$ cat src/hw/rv32i_macros.svh
`ifndef RV32I_MACROS_SVH
`define RV32I_MACROS_SVH

// datapath width for registers, PC and instruction words
`define RV_XLEN 32

// first PC handed out after reset
`define RV_RESET_PC 32'h0000_0000

// PC increment per accepted instruction
`define RV_PC_STEP 32'd4

// addi x0, x0, 0
`define RV_NOP 32'h0000_0013

// register index width
`define RV_REG_BITS 5

`endif

$ cat src/hw/rv32i_pkg.sv
`default_nettype none

`include "rv32i_macros.svh"

package rv32i_pkg;

    typedef logic [`RV_XLEN-1:0] rv32i_word;

    // major opcodes handled by this core
    typedef enum logic [6:0] {
        op_lui   = 7'b0110111,
        op_auipc = 7'b0010111,
        op_imm   = 7'b0010011,
        op_reg   = 7'b0110011
    } rv32i_opcode_t;

    // encodings follow funct3, sub/sra come from alu_alt
    typedef enum logic [2:0] {
        alu_add = 3'b000,
        alu_sll = 3'b001,
        alu_xor = 3'b100,
        alu_srl = 3'b101,
        alu_or  = 3'b110,
        alu_and = 3'b111
    } alu_ops_t;

    typedef enum logic {
        cmp_lt  = 1'b0,
        cmp_ltu = 1'b1
    } cmp_ops_t;

    typedef enum logic {
        sel_rs1 = 1'b0,
        sel_pc  = 1'b1
    } alumux1_sel_t;

    typedef enum logic {
        sel_imm = 1'b0,
        sel_rs2 = 1'b1
    } alumux2_sel_t;

    // second compare operand source
    typedef enum logic {
        cmp_sel_rs2 = 1'b0,
        cmp_sel_imm = 1'b1
    } cmpmux_sel_t;

    typedef enum logic {
        res_alu = 1'b0,
        res_cmp = 1'b1
    } result_sel_t;

endpackage

`default_nettype wire

$ cat src/hw/fetch_stage.sv
`default_nettype none

`include "rv32i_macros.svh"

module fetch_stage
    import rv32i_pkg::*;
(
    input  logic      clk,
    input  logic      rst,
    input  logic      instr_valid,
    input  rv32i_word instr,
    output logic      f_valid,
    output rv32i_word f_pc,
    output rv32i_word f_instr
);

    // next PC to hand out
    rv32i_word pc;

    always_ff @(posedge clk)
    begin
        if (rst)
        begin
            f_valid <= 1'b0;
            f_pc    <= `RV_RESET_PC;
            f_instr <= `RV_NOP;
            pc      <= `RV_RESET_PC;
        end
        else
        begin
            f_valid <= instr_valid;
            // idle cycles hold the counter
            if (instr_valid)
            begin
                f_pc    <= pc;
                f_instr <= instr;
                pc      <= pc + `RV_PC_STEP;
            end
        end
    end

endmodule

`default_nettype wire

$ cat src/hw/regfile.sv
`default_nettype none

`include "rv32i_macros.svh"

module regfile
    import rv32i_pkg::*;
(
    input  logic                    clk,
    input  logic                    rst,
    input  logic                    load,
    input  rv32i_word               in,
    input  logic [`RV_REG_BITS-1:0] src_a,
    input  logic [`RV_REG_BITS-1:0] src_b,
    input  logic [`RV_REG_BITS-1:0] dest,
    output rv32i_word               reg_a,
    output rv32i_word               reg_b
);

    // x0 has no storage
    rv32i_word regs [1:31];

    always_ff @(posedge clk)
    begin
        if (rst)
        begin
            for (int i = 1; i < 32; i++)
            begin
                regs[i] <= '0;
            end
        end
        else if (load && dest != '0)
        begin
            regs[dest] <= in;
        end
    end

    // write-through so a read in the writeback cycle sees the new value
    always_comb
    begin
        if (src_a == '0)
            reg_a = '0;
        else if (load && dest == src_a)
            reg_a = in;
        else
            reg_a = regs[src_a];

        if (src_b == '0)
            reg_b = '0;
        else if (load && dest == src_b)
            reg_b = in;
        else
            reg_b = regs[src_b];
    end

endmodule

`default_nettype wire

$ cat src/hw/control_rom.sv
`default_nettype none

module control_rom
    import rv32i_pkg::*;
(
    input  rv32i_word    data,
    output alumux1_sel_t alumux1_sel,
    output alumux2_sel_t alumux2_sel,
    output cmpmux_sel_t  cmpmux_sel,
    output alu_ops_t     alu_op,
    output logic         alu_alt,
    output cmp_ops_t     cmp_op,
    output result_sel_t  result_sel,
    output logic         reg_write,
    output logic         imm_sel
);

    rv32i_opcode_t opcode;
    logic [2:0]    funct3;
    logic          funct7_b5;

    assign opcode    = rv32i_opcode_t'(data[6:0]);
    assign funct3    = data[14:12];
    assign funct7_b5 = data[30];

    always_comb
    begin
        alumux1_sel = sel_rs1;
        alumux2_sel = sel_imm;
        cmpmux_sel  = cmp_sel_imm;
        alu_op      = alu_add;
        alu_alt     = 1'b0;
        cmp_op      = cmp_lt;
        result_sel  = res_alu;
        reg_write   = 1'b0;
        // imm_sel high picks the U immediate
        imm_sel     = 1'b0;

        case (opcode)
            op_lui:
            begin
                imm_sel   = 1'b1;
                reg_write = 1'b1;
            end
            op_auipc:
            begin
                alumux1_sel = sel_pc;
                imm_sel     = 1'b1;
                reg_write   = 1'b1;
            end
            op_imm:
            begin
                reg_write = 1'b1;
                // only srai uses bit 30, elsewhere it is immediate data
                alu_alt   = funct7_b5 && funct3 == 3'b101;
            end
            op_reg:
            begin
                alumux2_sel = sel_rs2;
                cmpmux_sel  = cmp_sel_rs2;
                reg_write   = 1'b1;
                alu_alt     = funct7_b5 && (funct3 == 3'b000 || funct3 == 3'b101);
            end
            default:
            begin
                // unsupported, retire as a no-op
                reg_write = 1'b0;
            end
        endcase

        if (opcode == op_imm || opcode == op_reg)
        begin
            case (funct3)
                3'b000: alu_op = alu_add;
                3'b001: alu_op = alu_sll;
                3'b010:
                begin
                    result_sel = res_cmp;
                    cmp_op     = cmp_lt;
                end
                3'b011:
                begin
                    result_sel = res_cmp;
                    cmp_op     = cmp_ltu;
                end
                3'b100: alu_op = alu_xor;
                3'b101: alu_op = alu_srl;
                3'b110: alu_op = alu_or;
                default: alu_op = alu_and;
            endcase
        end
    end

endmodule

`default_nettype wire

$ cat src/hw/instruction_decode.sv
`default_nettype none

`include "rv32i_macros.svh"

module instruction_decode
    import rv32i_pkg::*;
(
    input  logic                    clk,
    input  logic                    rst,
    input  logic                    f_valid,
    input  rv32i_word               f_pc,
    input  rv32i_word               f_instr,
    input  logic                    wb_load,
    input  logic [`RV_REG_BITS-1:0] wb_rd,
    input  rv32i_word               wb_data,
    output logic                    d_valid,
    output rv32i_word               d_pc,
    output rv32i_word               d_instr,
    output alu_ops_t                alu_op,
    output logic                    alu_alt,
    output cmp_ops_t                cmp_op,
    output result_sel_t             result_sel,
    output logic                    reg_write,
    output rv32i_word               d_alu_a,
    output rv32i_word               d_alu_b,
    output rv32i_word               d_cmp_a,
    output rv32i_word               d_cmp_b
);

    rv32i_word               i_imm;
    rv32i_word               u_imm;
    rv32i_word               imm;
    rv32i_word               reg_a;
    rv32i_word               reg_b;
    rv32i_word               alu_a;
    rv32i_word               alu_b;
    rv32i_word               cmp_b;
    logic [`RV_REG_BITS-1:0] rs1_addr;

    alumux1_sel_t alumux1_sel;
    alumux2_sel_t alumux2_sel;
    cmpmux_sel_t  cmpmux_sel;
    alu_ops_t     ctl_alu_op;
    logic         ctl_alu_alt;
    cmp_ops_t     ctl_cmp_op;
    result_sel_t  ctl_result_sel;
    logic         ctl_reg_write;
    logic         imm_sel;

    assign i_imm = {{21{f_instr[31]}}, f_instr[30:20]};
    assign u_imm = {f_instr[31:12], 12'h000};
    assign imm   = imm_sel ? u_imm : i_imm;

    // lui reads x0 so the adder passes the immediate through
    assign rs1_addr = (f_instr[6:0] == op_lui) ? '0 : f_instr[19:15];

    regfile u_regfile (
        .clk   (clk),
        .rst   (rst),
        .load  (wb_load),
        .in    (wb_data),
        .src_a (rs1_addr),
        .src_b (f_instr[24:20]),
        .dest  (wb_rd),
        .reg_a (reg_a),
        .reg_b (reg_b)
    );

    control_rom u_control_rom (
        .data        (f_instr),
        .alumux1_sel (alumux1_sel),
        .alumux2_sel (alumux2_sel),
        .cmpmux_sel  (cmpmux_sel),
        .alu_op      (ctl_alu_op),
        .alu_alt     (ctl_alu_alt),
        .cmp_op      (ctl_cmp_op),
        .result_sel  (ctl_result_sel),
        .reg_write   (ctl_reg_write),
        .imm_sel     (imm_sel)
    );

    assign alu_a = (alumux1_sel == sel_pc) ? f_pc : reg_a;
    assign alu_b = (alumux2_sel == sel_rs2) ? reg_b : imm;
    assign cmp_b = (cmpmux_sel == cmp_sel_rs2) ? reg_b : i_imm;

    always_ff @(posedge clk)
    begin
        if (rst)
        begin
            d_valid   <= 1'b0;
            reg_write <= 1'b0;
        end
        else
        begin
            d_valid   <= f_valid;
            reg_write <= ctl_reg_write & f_valid;
        end
        d_pc       <= f_pc;
        d_instr    <= f_instr;
        alu_op     <= ctl_alu_op;
        alu_alt    <= ctl_alu_alt;
        cmp_op     <= ctl_cmp_op;
        result_sel <= ctl_result_sel;
        d_alu_a    <= alu_a;
        d_alu_b    <= alu_b;
        d_cmp_a    <= reg_a;
        d_cmp_b    <= cmp_b;
    end

endmodule

`default_nettype wire

$ cat src/hw/execute.sv
`default_nettype none

`include "rv32i_macros.svh"

module execute
    import rv32i_pkg::*;
(
    input  logic                    clk,
    input  logic                    rst,
    input  logic                    d_valid,
    input  rv32i_word               d_pc,
    input  rv32i_word               d_instr,
    input  alu_ops_t                alu_op,
    input  logic                    alu_alt,
    input  cmp_ops_t                cmp_op,
    input  result_sel_t             result_sel,
    input  logic                    reg_write,
    input  rv32i_word               d_alu_a,
    input  rv32i_word               d_alu_b,
    input  rv32i_word               d_cmp_a,
    input  rv32i_word               d_cmp_b,
    output logic                    retire_valid,
    output rv32i_word               retire_pc,
    output logic [`RV_REG_BITS-1:0] retire_rd,
    output rv32i_word               retire_data,
    output logic                    wb_load,
    output logic [`RV_REG_BITS-1:0] wb_rd,
    output rv32i_word               wb_data
);

    rv32i_word               alu_out;
    rv32i_word               result;
    logic                    lt;
    logic [`RV_REG_BITS-1:0] rd;

    assign rd = d_instr[11:7];

    always_comb
    begin
        case (alu_op)
            alu_add: alu_out = alu_alt ? d_alu_a - d_alu_b : d_alu_a + d_alu_b;
            alu_sll: alu_out = d_alu_a << d_alu_b[4:0];
            alu_xor: alu_out = d_alu_a ^ d_alu_b;
            alu_srl: alu_out = alu_alt ? rv32i_word'($signed(d_alu_a) >>> d_alu_b[4:0])
                                       : d_alu_a >> d_alu_b[4:0];
            alu_or:  alu_out = d_alu_a | d_alu_b;
            default: alu_out = d_alu_a & d_alu_b;
        endcase
    end

    assign lt = (cmp_op == cmp_ltu) ? (d_cmp_a < d_cmp_b)
                                    : ($signed(d_cmp_a) < $signed(d_cmp_b));

    assign result = (result_sel == res_cmp) ? {{(`RV_XLEN-1){1'b0}}, lt} : alu_out;

    // retire register doubles as the writeback port
    always_ff @(posedge clk)
    begin
        if (rst)
        begin
            retire_valid <= 1'b0;
            wb_load      <= 1'b0;
        end
        else
        begin
            retire_valid <= d_valid;
            wb_load      <= d_valid && reg_write && rd != '0;
        end
        retire_pc   <= d_pc;
        retire_rd   <= rd;
        retire_data <= result;
    end

    assign wb_rd   = retire_rd;
    assign wb_data = retire_data;

endmodule

`default_nettype wire

$ cat src/hw/rv32i_core.sv
`default_nettype none

`include "rv32i_macros.svh"

module rv32i_core
    import rv32i_pkg::*;
(
    input  logic                    clk,
    input  logic                    rst,
    input  logic                    instr_valid,
    input  rv32i_word               instr,
    output logic                    retire_valid,
    output rv32i_word               retire_pc,
    output logic [`RV_REG_BITS-1:0] retire_rd,
    output rv32i_word               retire_data
);

    logic                    f_valid;
    rv32i_word               f_pc;
    rv32i_word               f_instr;
    logic                    d_valid;
    rv32i_word               d_pc;
    rv32i_word               d_instr;
    alu_ops_t                alu_op;
    logic                    alu_alt;
    cmp_ops_t                cmp_op;
    result_sel_t             result_sel;
    logic                    reg_write;
    rv32i_word               d_alu_a;
    rv32i_word               d_alu_b;
    rv32i_word               d_cmp_a;
    rv32i_word               d_cmp_b;
    logic                    wb_load;
    logic [`RV_REG_BITS-1:0] wb_rd;
    rv32i_word               wb_data;

    fetch_stage u_fetch (
        .clk         (clk),
        .rst         (rst),
        .instr_valid (instr_valid),
        .instr       (instr),
        .f_valid     (f_valid),
        .f_pc        (f_pc),
        .f_instr     (f_instr)
    );

    instruction_decode u_decode (
        .clk        (clk),
        .rst        (rst),
        .f_valid    (f_valid),
        .f_pc       (f_pc),
        .f_instr    (f_instr),
        .wb_load    (wb_load),
        .wb_rd      (wb_rd),
        .wb_data    (wb_data),
        .d_valid    (d_valid),
        .d_pc       (d_pc),
        .d_instr    (d_instr),
        .alu_op     (alu_op),
        .alu_alt    (alu_alt),
        .cmp_op     (cmp_op),
        .result_sel (result_sel),
        .reg_write  (reg_write),
        .d_alu_a    (d_alu_a),
        .d_alu_b    (d_alu_b),
        .d_cmp_a    (d_cmp_a),
        .d_cmp_b    (d_cmp_b)
    );

    execute u_execute (
        .clk          (clk),
        .rst          (rst),
        .d_valid      (d_valid),
        .d_pc         (d_pc),
        .d_instr      (d_instr),
        .alu_op       (alu_op),
        .alu_alt      (alu_alt),
        .cmp_op       (cmp_op),
        .result_sel   (result_sel),
        .reg_write    (reg_write),
        .d_alu_a      (d_alu_a),
        .d_alu_b      (d_alu_b),
        .d_cmp_a      (d_cmp_a),
        .d_cmp_b      (d_cmp_b),
        .retire_valid (retire_valid),
        .retire_pc    (retire_pc),
        .retire_rd    (retire_rd),
        .retire_data  (retire_data),
        .wb_load      (wb_load),
        .wb_rd        (wb_rd),
        .wb_data      (wb_data)
    );

endmodule

`default_nettype wire

$ cat config.mk
export PLATFORM = sky130hd
export DESIGN_NAME = rv32i_core
export DESIGN_NICKNAME = d
export VERILOG_FILES = /design/src/hw/rv32i_pkg.sv /design/src/hw/fetch_stage.sv /design/src/hw/regfile.sv /design/src/hw/control_rom.sv /design/src/hw/instruction_decode.sv /design/src/hw/execute.sv /design/src/hw/rv32i_core.sv
export VERILOG_INCLUDE_DIRS = /design/src /design/src/hw
export SDC_FILE = /design/constraint.sdc
export NUM_CORES = 2
export LEC_CHECK = 0
export ABC_AREA = 1
export BUFFER_PORTS_ARGS = -buffer_cell sky130_fd_sc_hd__buf_4
export CAP_MARGIN = 20
export CORE_MARGIN = 2
export CORE_UTILIZATION = 40
export DETAILED_ROUTE_END_ITERATION = 8
export PLACE_DENSITY_LB_ADDON = 0.3
export SLEW_MARGIN = 10
export SYNTH_ARGS = -nofsm -noshare
export SYNTH_HDL_FRONTEND = slang
export SYNTH_SLANG_ARGS = --single-unit
$ cat constraint.sdc
create_clock -name clk -period 4 [get_ports clk]
set_input_delay 0.8 -clock clk [delete_from_list [all_inputs] [get_ports clk]]
set_output_delay 0.8 -clock clk [all_outputs]
set_load 0.01 [all_outputs]
==> flow_metrics.env <==
export IMPL_final_period_minus_worst_setup_slack_ns=3.647
export IMPL_wl_per_cell_microns=27.97
export IMPL_clk_pin_slew_ns=0.06
export IMPL_hold_path_class="primary input to register"
export IMPL_io_pin_count=105
export IMPL_first_pass_grt_wire_length_mm=473.5
export IMPL_clock_sinks=1361
export IMPL_worst_min_path_start="instr[0]"
export IMPL_drive_gt1_share_pct=7.434
export IMPL_power_density_nw_per_um2=512.6
export IMPL_port_buffers=102
export IMPL_irDropWorstVdd_mv=0.4570
export IMPL_synthToLayoutAreaGrowth_pct=11.44
export IMPL_multi_input_comb_area_sq_um=32570
export IMPL_clock_tree_buffer_depth=3
export IMPL_leakage_power_nw=34.10
export IMPL_grt_use_total_pct=33.55
export IMPL_unique_cell_type_count_in_the_yosys_netlist=50
export IMPL_regArea_sq_um=37520
export IMPL_worst_r2r_path_depth=23
export IMPL_final_cell_area_sq_um=83980
export IMPL_slew_limit_headroom_pct=25.00
export IMPL_die_area_sq_um=191900
export IMPL_final_nets=9463
export IMPL_drtIter0Drc=12210
export IMPL_ctsResizeCount=0
export IMPL_synthTopCellsByCount="sky130_fd_sc_hd__nand2_1, sky130_fd_sc_hd__nor2_1, sky130_fd_sc_hd__edfxtp_1"
export IMPL_grt_setup_unrepaired="false"
export IMPL_fin_tns_setup_ns=0
export IMPL_worst_r2r_startpoint="u_decode.d_alu_b[1]"
export IMPL_setup_violations=0
export IMPL_syn_area_per_cell_sq_um=7.924
export IMPL_synth_edf_count=1024
export IMPL_synth_sequential_area_ratio_pct=49.76
export IMPL_max_cap_viol_count=0
export IMPL_ff2ff_setup_slack_ns=0.35
export IMPL_ys_seq_elements=1361
export IMPL_synth_async_sr_flop_share_pct=0
export IMPL_drc=0
export IMPL_critical_path_required_ns=4.74
export IMPL_yosysWarningCount=0
export IMPL_worst_skew_pair_latency_ns=0.83
export IMPL_gp_routability_congestion=0.9951
export IMPL_grt_max_degree=157
export IMPL_drt_pass1_iter_count=7
export IMPL_fillers=18450
export IMPL_final_hold_viol_count=0
export IMPL_postSynthCellCount=9510
export IMPL_status="completed"
export IMPL_yosys_cell_count_top_type="sky130_fd_sc_hd__nand2_1"
export IMPL_die_h_microns=438.0
export IMPL_place_area_sq_um=79050
export IMPL_cts_root_buf="sky130_fd_sc_hd__clkbuf_16"
export IMPL_routed_wirelength_mm=333.3
export IMPL_cts_buffers=152
export IMPL_final_setup_skew_ns=0.04693
export IMPL_placementRows=159
export IMPL_critical_path_class="register to register"
export IMPL_grt_pass1_vias=67850
export IMPL_cts_max_level=4
export IMPL_worstPathArrival_ns=4.39
export IMPL_postCtsSetupBuffers=0
export IMPL_tritoncts="built"
export IMPL_cts_hold_buf=0
export IMPL_synth_ff_type="sky130_fd_sc_hd__edfxtp_1"
export IMPL_timing_rr_end="u_execute.retire_data[31]"
export IMPL_crit_path_max_fanout=6
export IMPL_period_share_pct=91.18
export IMPL_design_core_area_sq_um=187400
export IMPL_antenna_found_initial=12
export IMPL_syn_cell_area_sq_um=75360
export IMPL_report_final_slew_viol_count=0
export IMPL_detailroute_via_count=73410
export IMPL_floorplan_initialDensity_pct=40.21
export IMPL_yosys_area_top_type="sky130_fd_sc_hd__edfxtp_1"
export IMPL_yosys_top_cells_area="sky130_fd_sc_hd__edfxtp_1, sky130_fd_sc_hd__nand2_1, sky130_fd_sc_hd__dfxtp_1"
export IMPL_min_path_cells=3
export IMPL_die_w_microns=438.0
export IMPL_routed_via_density=6.160
export IMPL_worst_slew_pin_transition_ns=1.123
export IMPL_setup_worst_path_end_class="register"
export IMPL_dpl_hpwl_mm=213.1
export IMPL_synth_top_area_share_pct=40.81
export IMPL_startpoint_type="register"
export IMPL_holdPathEnd="u_fetch.f_instr[0]"
export IMPL_max_clock_freq_mhz=274.2
export IMPL_final_antenna_net_count=0
export IMPL_global_route_overflow_total=0
registers in the layout, indices dropped and copies added, names as in the netlist, 30 cells and up, named ones only:
name,cells
u_decode.u_regfile.regs,1024
u_decode.d_alu_a,32
u_decode.d_alu_b,32
u_decode.d_cmp_a,32
u_execute.retire_data,32
u_fetch.f_instr,32
u_decode.d_cmp_b,31
u_decode.d_pc,30
u_execute.retire_pc,30
u_fetch.f_pc,30
u_fetch.pc,30
worst max-delay path, stage by stage (launching register included):
cell and delay (ns):
sky130_fd_sc_hd__dfxtp_2 0.34, sky130_fd_sc_hd__clkinv_1 0.06, sky130_fd_sc_hd__ha_1 0.15, sky130_fd_sc_hd__nand2_1 0.09, sky130_fd_sc_hd__nor2_1 0.24, sky130_fd_sc_hd__nand3_1 0.18
sky130_fd_sc_hd__nor2_1 0.17, sky130_fd_sc_hd__nand2_1 0.10, sky130_fd_sc_hd__nand2_1 0.12, sky130_fd_sc_hd__o21ai_1 0.11, sky130_fd_sc_hd__buf_4 0.16, sky130_fd_sc_hd__a21oi_1 0.25
sky130_fd_sc_hd__xor2_1 0.18, sky130_fd_sc_hd__ha_1 0.32, sky130_fd_sc_hd__a21oi_1 0.25, sky130_fd_sc_hd__nor2_1 0.06, sky130_fd_sc_hd__nor2_1 0.09, sky130_fd_sc_hd__nor2_1 0.06
sky130_fd_sc_hd__nor2_1 0.15, sky130_fd_sc_hd__o21a_1 0.17, sky130_fd_sc_hd__nand2_1 0.05, sky130_fd_sc_hd__nand2_1 0.05, sky130_fd_sc_hd__nand3_1 0.07, sky130_fd_sc_hd__a21oi_1 0.15
cells by family after synthesis:
group / count (synthesis) / synth area share [%]
AO/OA/AOI/OAI: 1939 / 14.82
XOR/XNOR: 33 / 0.3836
adder cells (fa/ha/maj): 130 / 2.168
buffers and inverters: 1354 / 7.402
flip-flops: 1361 / 49.76
multiplexers: 10 / 0.1328
other: 1 / 0.004976
AND/OR/NAND/NOR: 4682 / 25.33
worst max-delay path by stage:
| stage | start | to |
|---|---|---|
| final | u_decode.d_alu_b[1] | u_execute.retire_data[31] |
| after detailed placement | u_decode.d_alu_b[0] | u_execute.retire_data[14] |
| after CTS | u_decode.d_alu_b[0] | u_execute.retire_data[14] |
| after floorplan | u_decode.d_alu_b[1] | u_execute.retire_data[27] |
| after global placement | u_decode.d_alu_b[0] | u_execute.retire_data[14] |
| after global routing | u_decode.d_alu_b[0] | u_execute.retire_data[14] |
layout make-up:
| type | count | share of cell area [%] |
|---|---|---|
| multi-input combinational | 6828 | 38.79 |
| sequential | 1361 | 44.68 |
| inverter | 561 | 2.543 |
| timing repair buffer | 394 | 4.416 |
| antenna | 6 | 0.01788 |
| clock buffer | 210 | 5.163 |
| clock inverter | 62 | 0.6720 |
| tap | 2495 | 3.717 |
routing by layer:
metal / GRT usage, % / wire length (microns) / vias to the layer above
li1: - / - / 31920
met1: 44.49 / 126600 / 35090
met3: 8.162 / 41760 / 1011
met5: 0 / 76 / -
met2: 49.91 / 143200 / 5374
met4: 19.28 / 21640 / 14
where the power goes:
group | total (W) | switching, W | internal [W] | leakage [nW]
clock network | 0.0141 | 0.00600 | 0.00810 | 2.40
logic | 0.0113 | 0.00855 | 0.00278 | 18.3
registers | 0.0176 | 0.00151 | 0.0161 | 13.4
metrics by stage:
| stage | std cells | worst slack, ns | hold slack [ns] | total power [W] | utilization (%) |
|---|---|---|---|---|---|
| 6_report | 11920 | 0.3527 | 0.2167 | 0.04305 | 44.81 |
| 4_1_cts | 11910 | 0.3445 | 0.1791 | 0.04249 | 44.80 |
| 5_1_grt | 11910 | 0.04546 | 0.2190 | 0.04413 | 44.80 |
| 2_1_floorplan | 9543 | 0.5871 | 0.3096 | 0.02306 | - |
| 3_3_place_gp | 11640 | 0.3378 | 0.3123 | 0.02854 | 42.18 |
| 3_5_place_dp | 11640 | 0.3759 | 0.3121 | 0.02860 | 42.18 |
cell usage in the layout (no fill, tap or decap), types with 10 or more instances in the layout:
master | synthesis | layout
sky130_fd_sc_hd__o21a_1 | 19 | 19
sky130_fd_sc_hd__nand2_1 | 1809 | 1774
sky130_fd_sc_hd__o22ai_1 | 35 | 35
sky130_fd_sc_hd__edfxtp_1 | 1024 | 1024
sky130_fd_sc_hd__nor3_1 | 31 | 30
sky130_fd_sc_hd__buf_12 | 0 | 60
sky130_fd_sc_hd__dfxtp_1 | 337 | 328
sky130_fd_sc_hd__nand3b_1 | 11 | 11
sky130_fd_sc_hd__mux2i_1 | 10 | 10
sky130_fd_sc_hd__o21ai_1 | 7 | 10
sky130_fd_sc_hd__or2_2 | 12 | 12
sky130_fd_sc_hd__buf_4 | 30 | 334
sky130_fd_sc_hd__o211ai_1 | 177 | 177
sky130_fd_sc_hd__clkbuf_16 | 0 | 163
sky130_fd_sc_hd__conb_1 | 1 | 34
sky130_fd_sc_hd__o2111ai_1 | 98 | 98
sky130_fd_sc_hd__o221ai_1 | 128 | 128
sky130_fd_sc_hd__clkbuf_1 | 417 | 39
sky130_fd_sc_hd__nand2_2 | 3 | 34
sky130_fd_sc_hd__inv_1 | 549 | 538
sky130_fd_sc_hd__xor2_1 | 33 | 33
sky130_fd_sc_hd__clkinv_1 | 3 | 26
sky130_fd_sc_hd__o21ai_0 | 853 | 850
sky130_fd_sc_hd__ha_1 | 129 | 128
sky130_fd_sc_hd__clkinv_2 | 0 | 21
sky130_fd_sc_hd__a21oi_1 | 593 | 593
sky130_fd_sc_hd__nor2_1 | 1774 | 1770
sky130_fd_sc_hd__nand4_1 | 35 | 35
sky130_fd_sc_hd__nand3_1 | 990 | 987
Power figures use the tool's default switching activity.
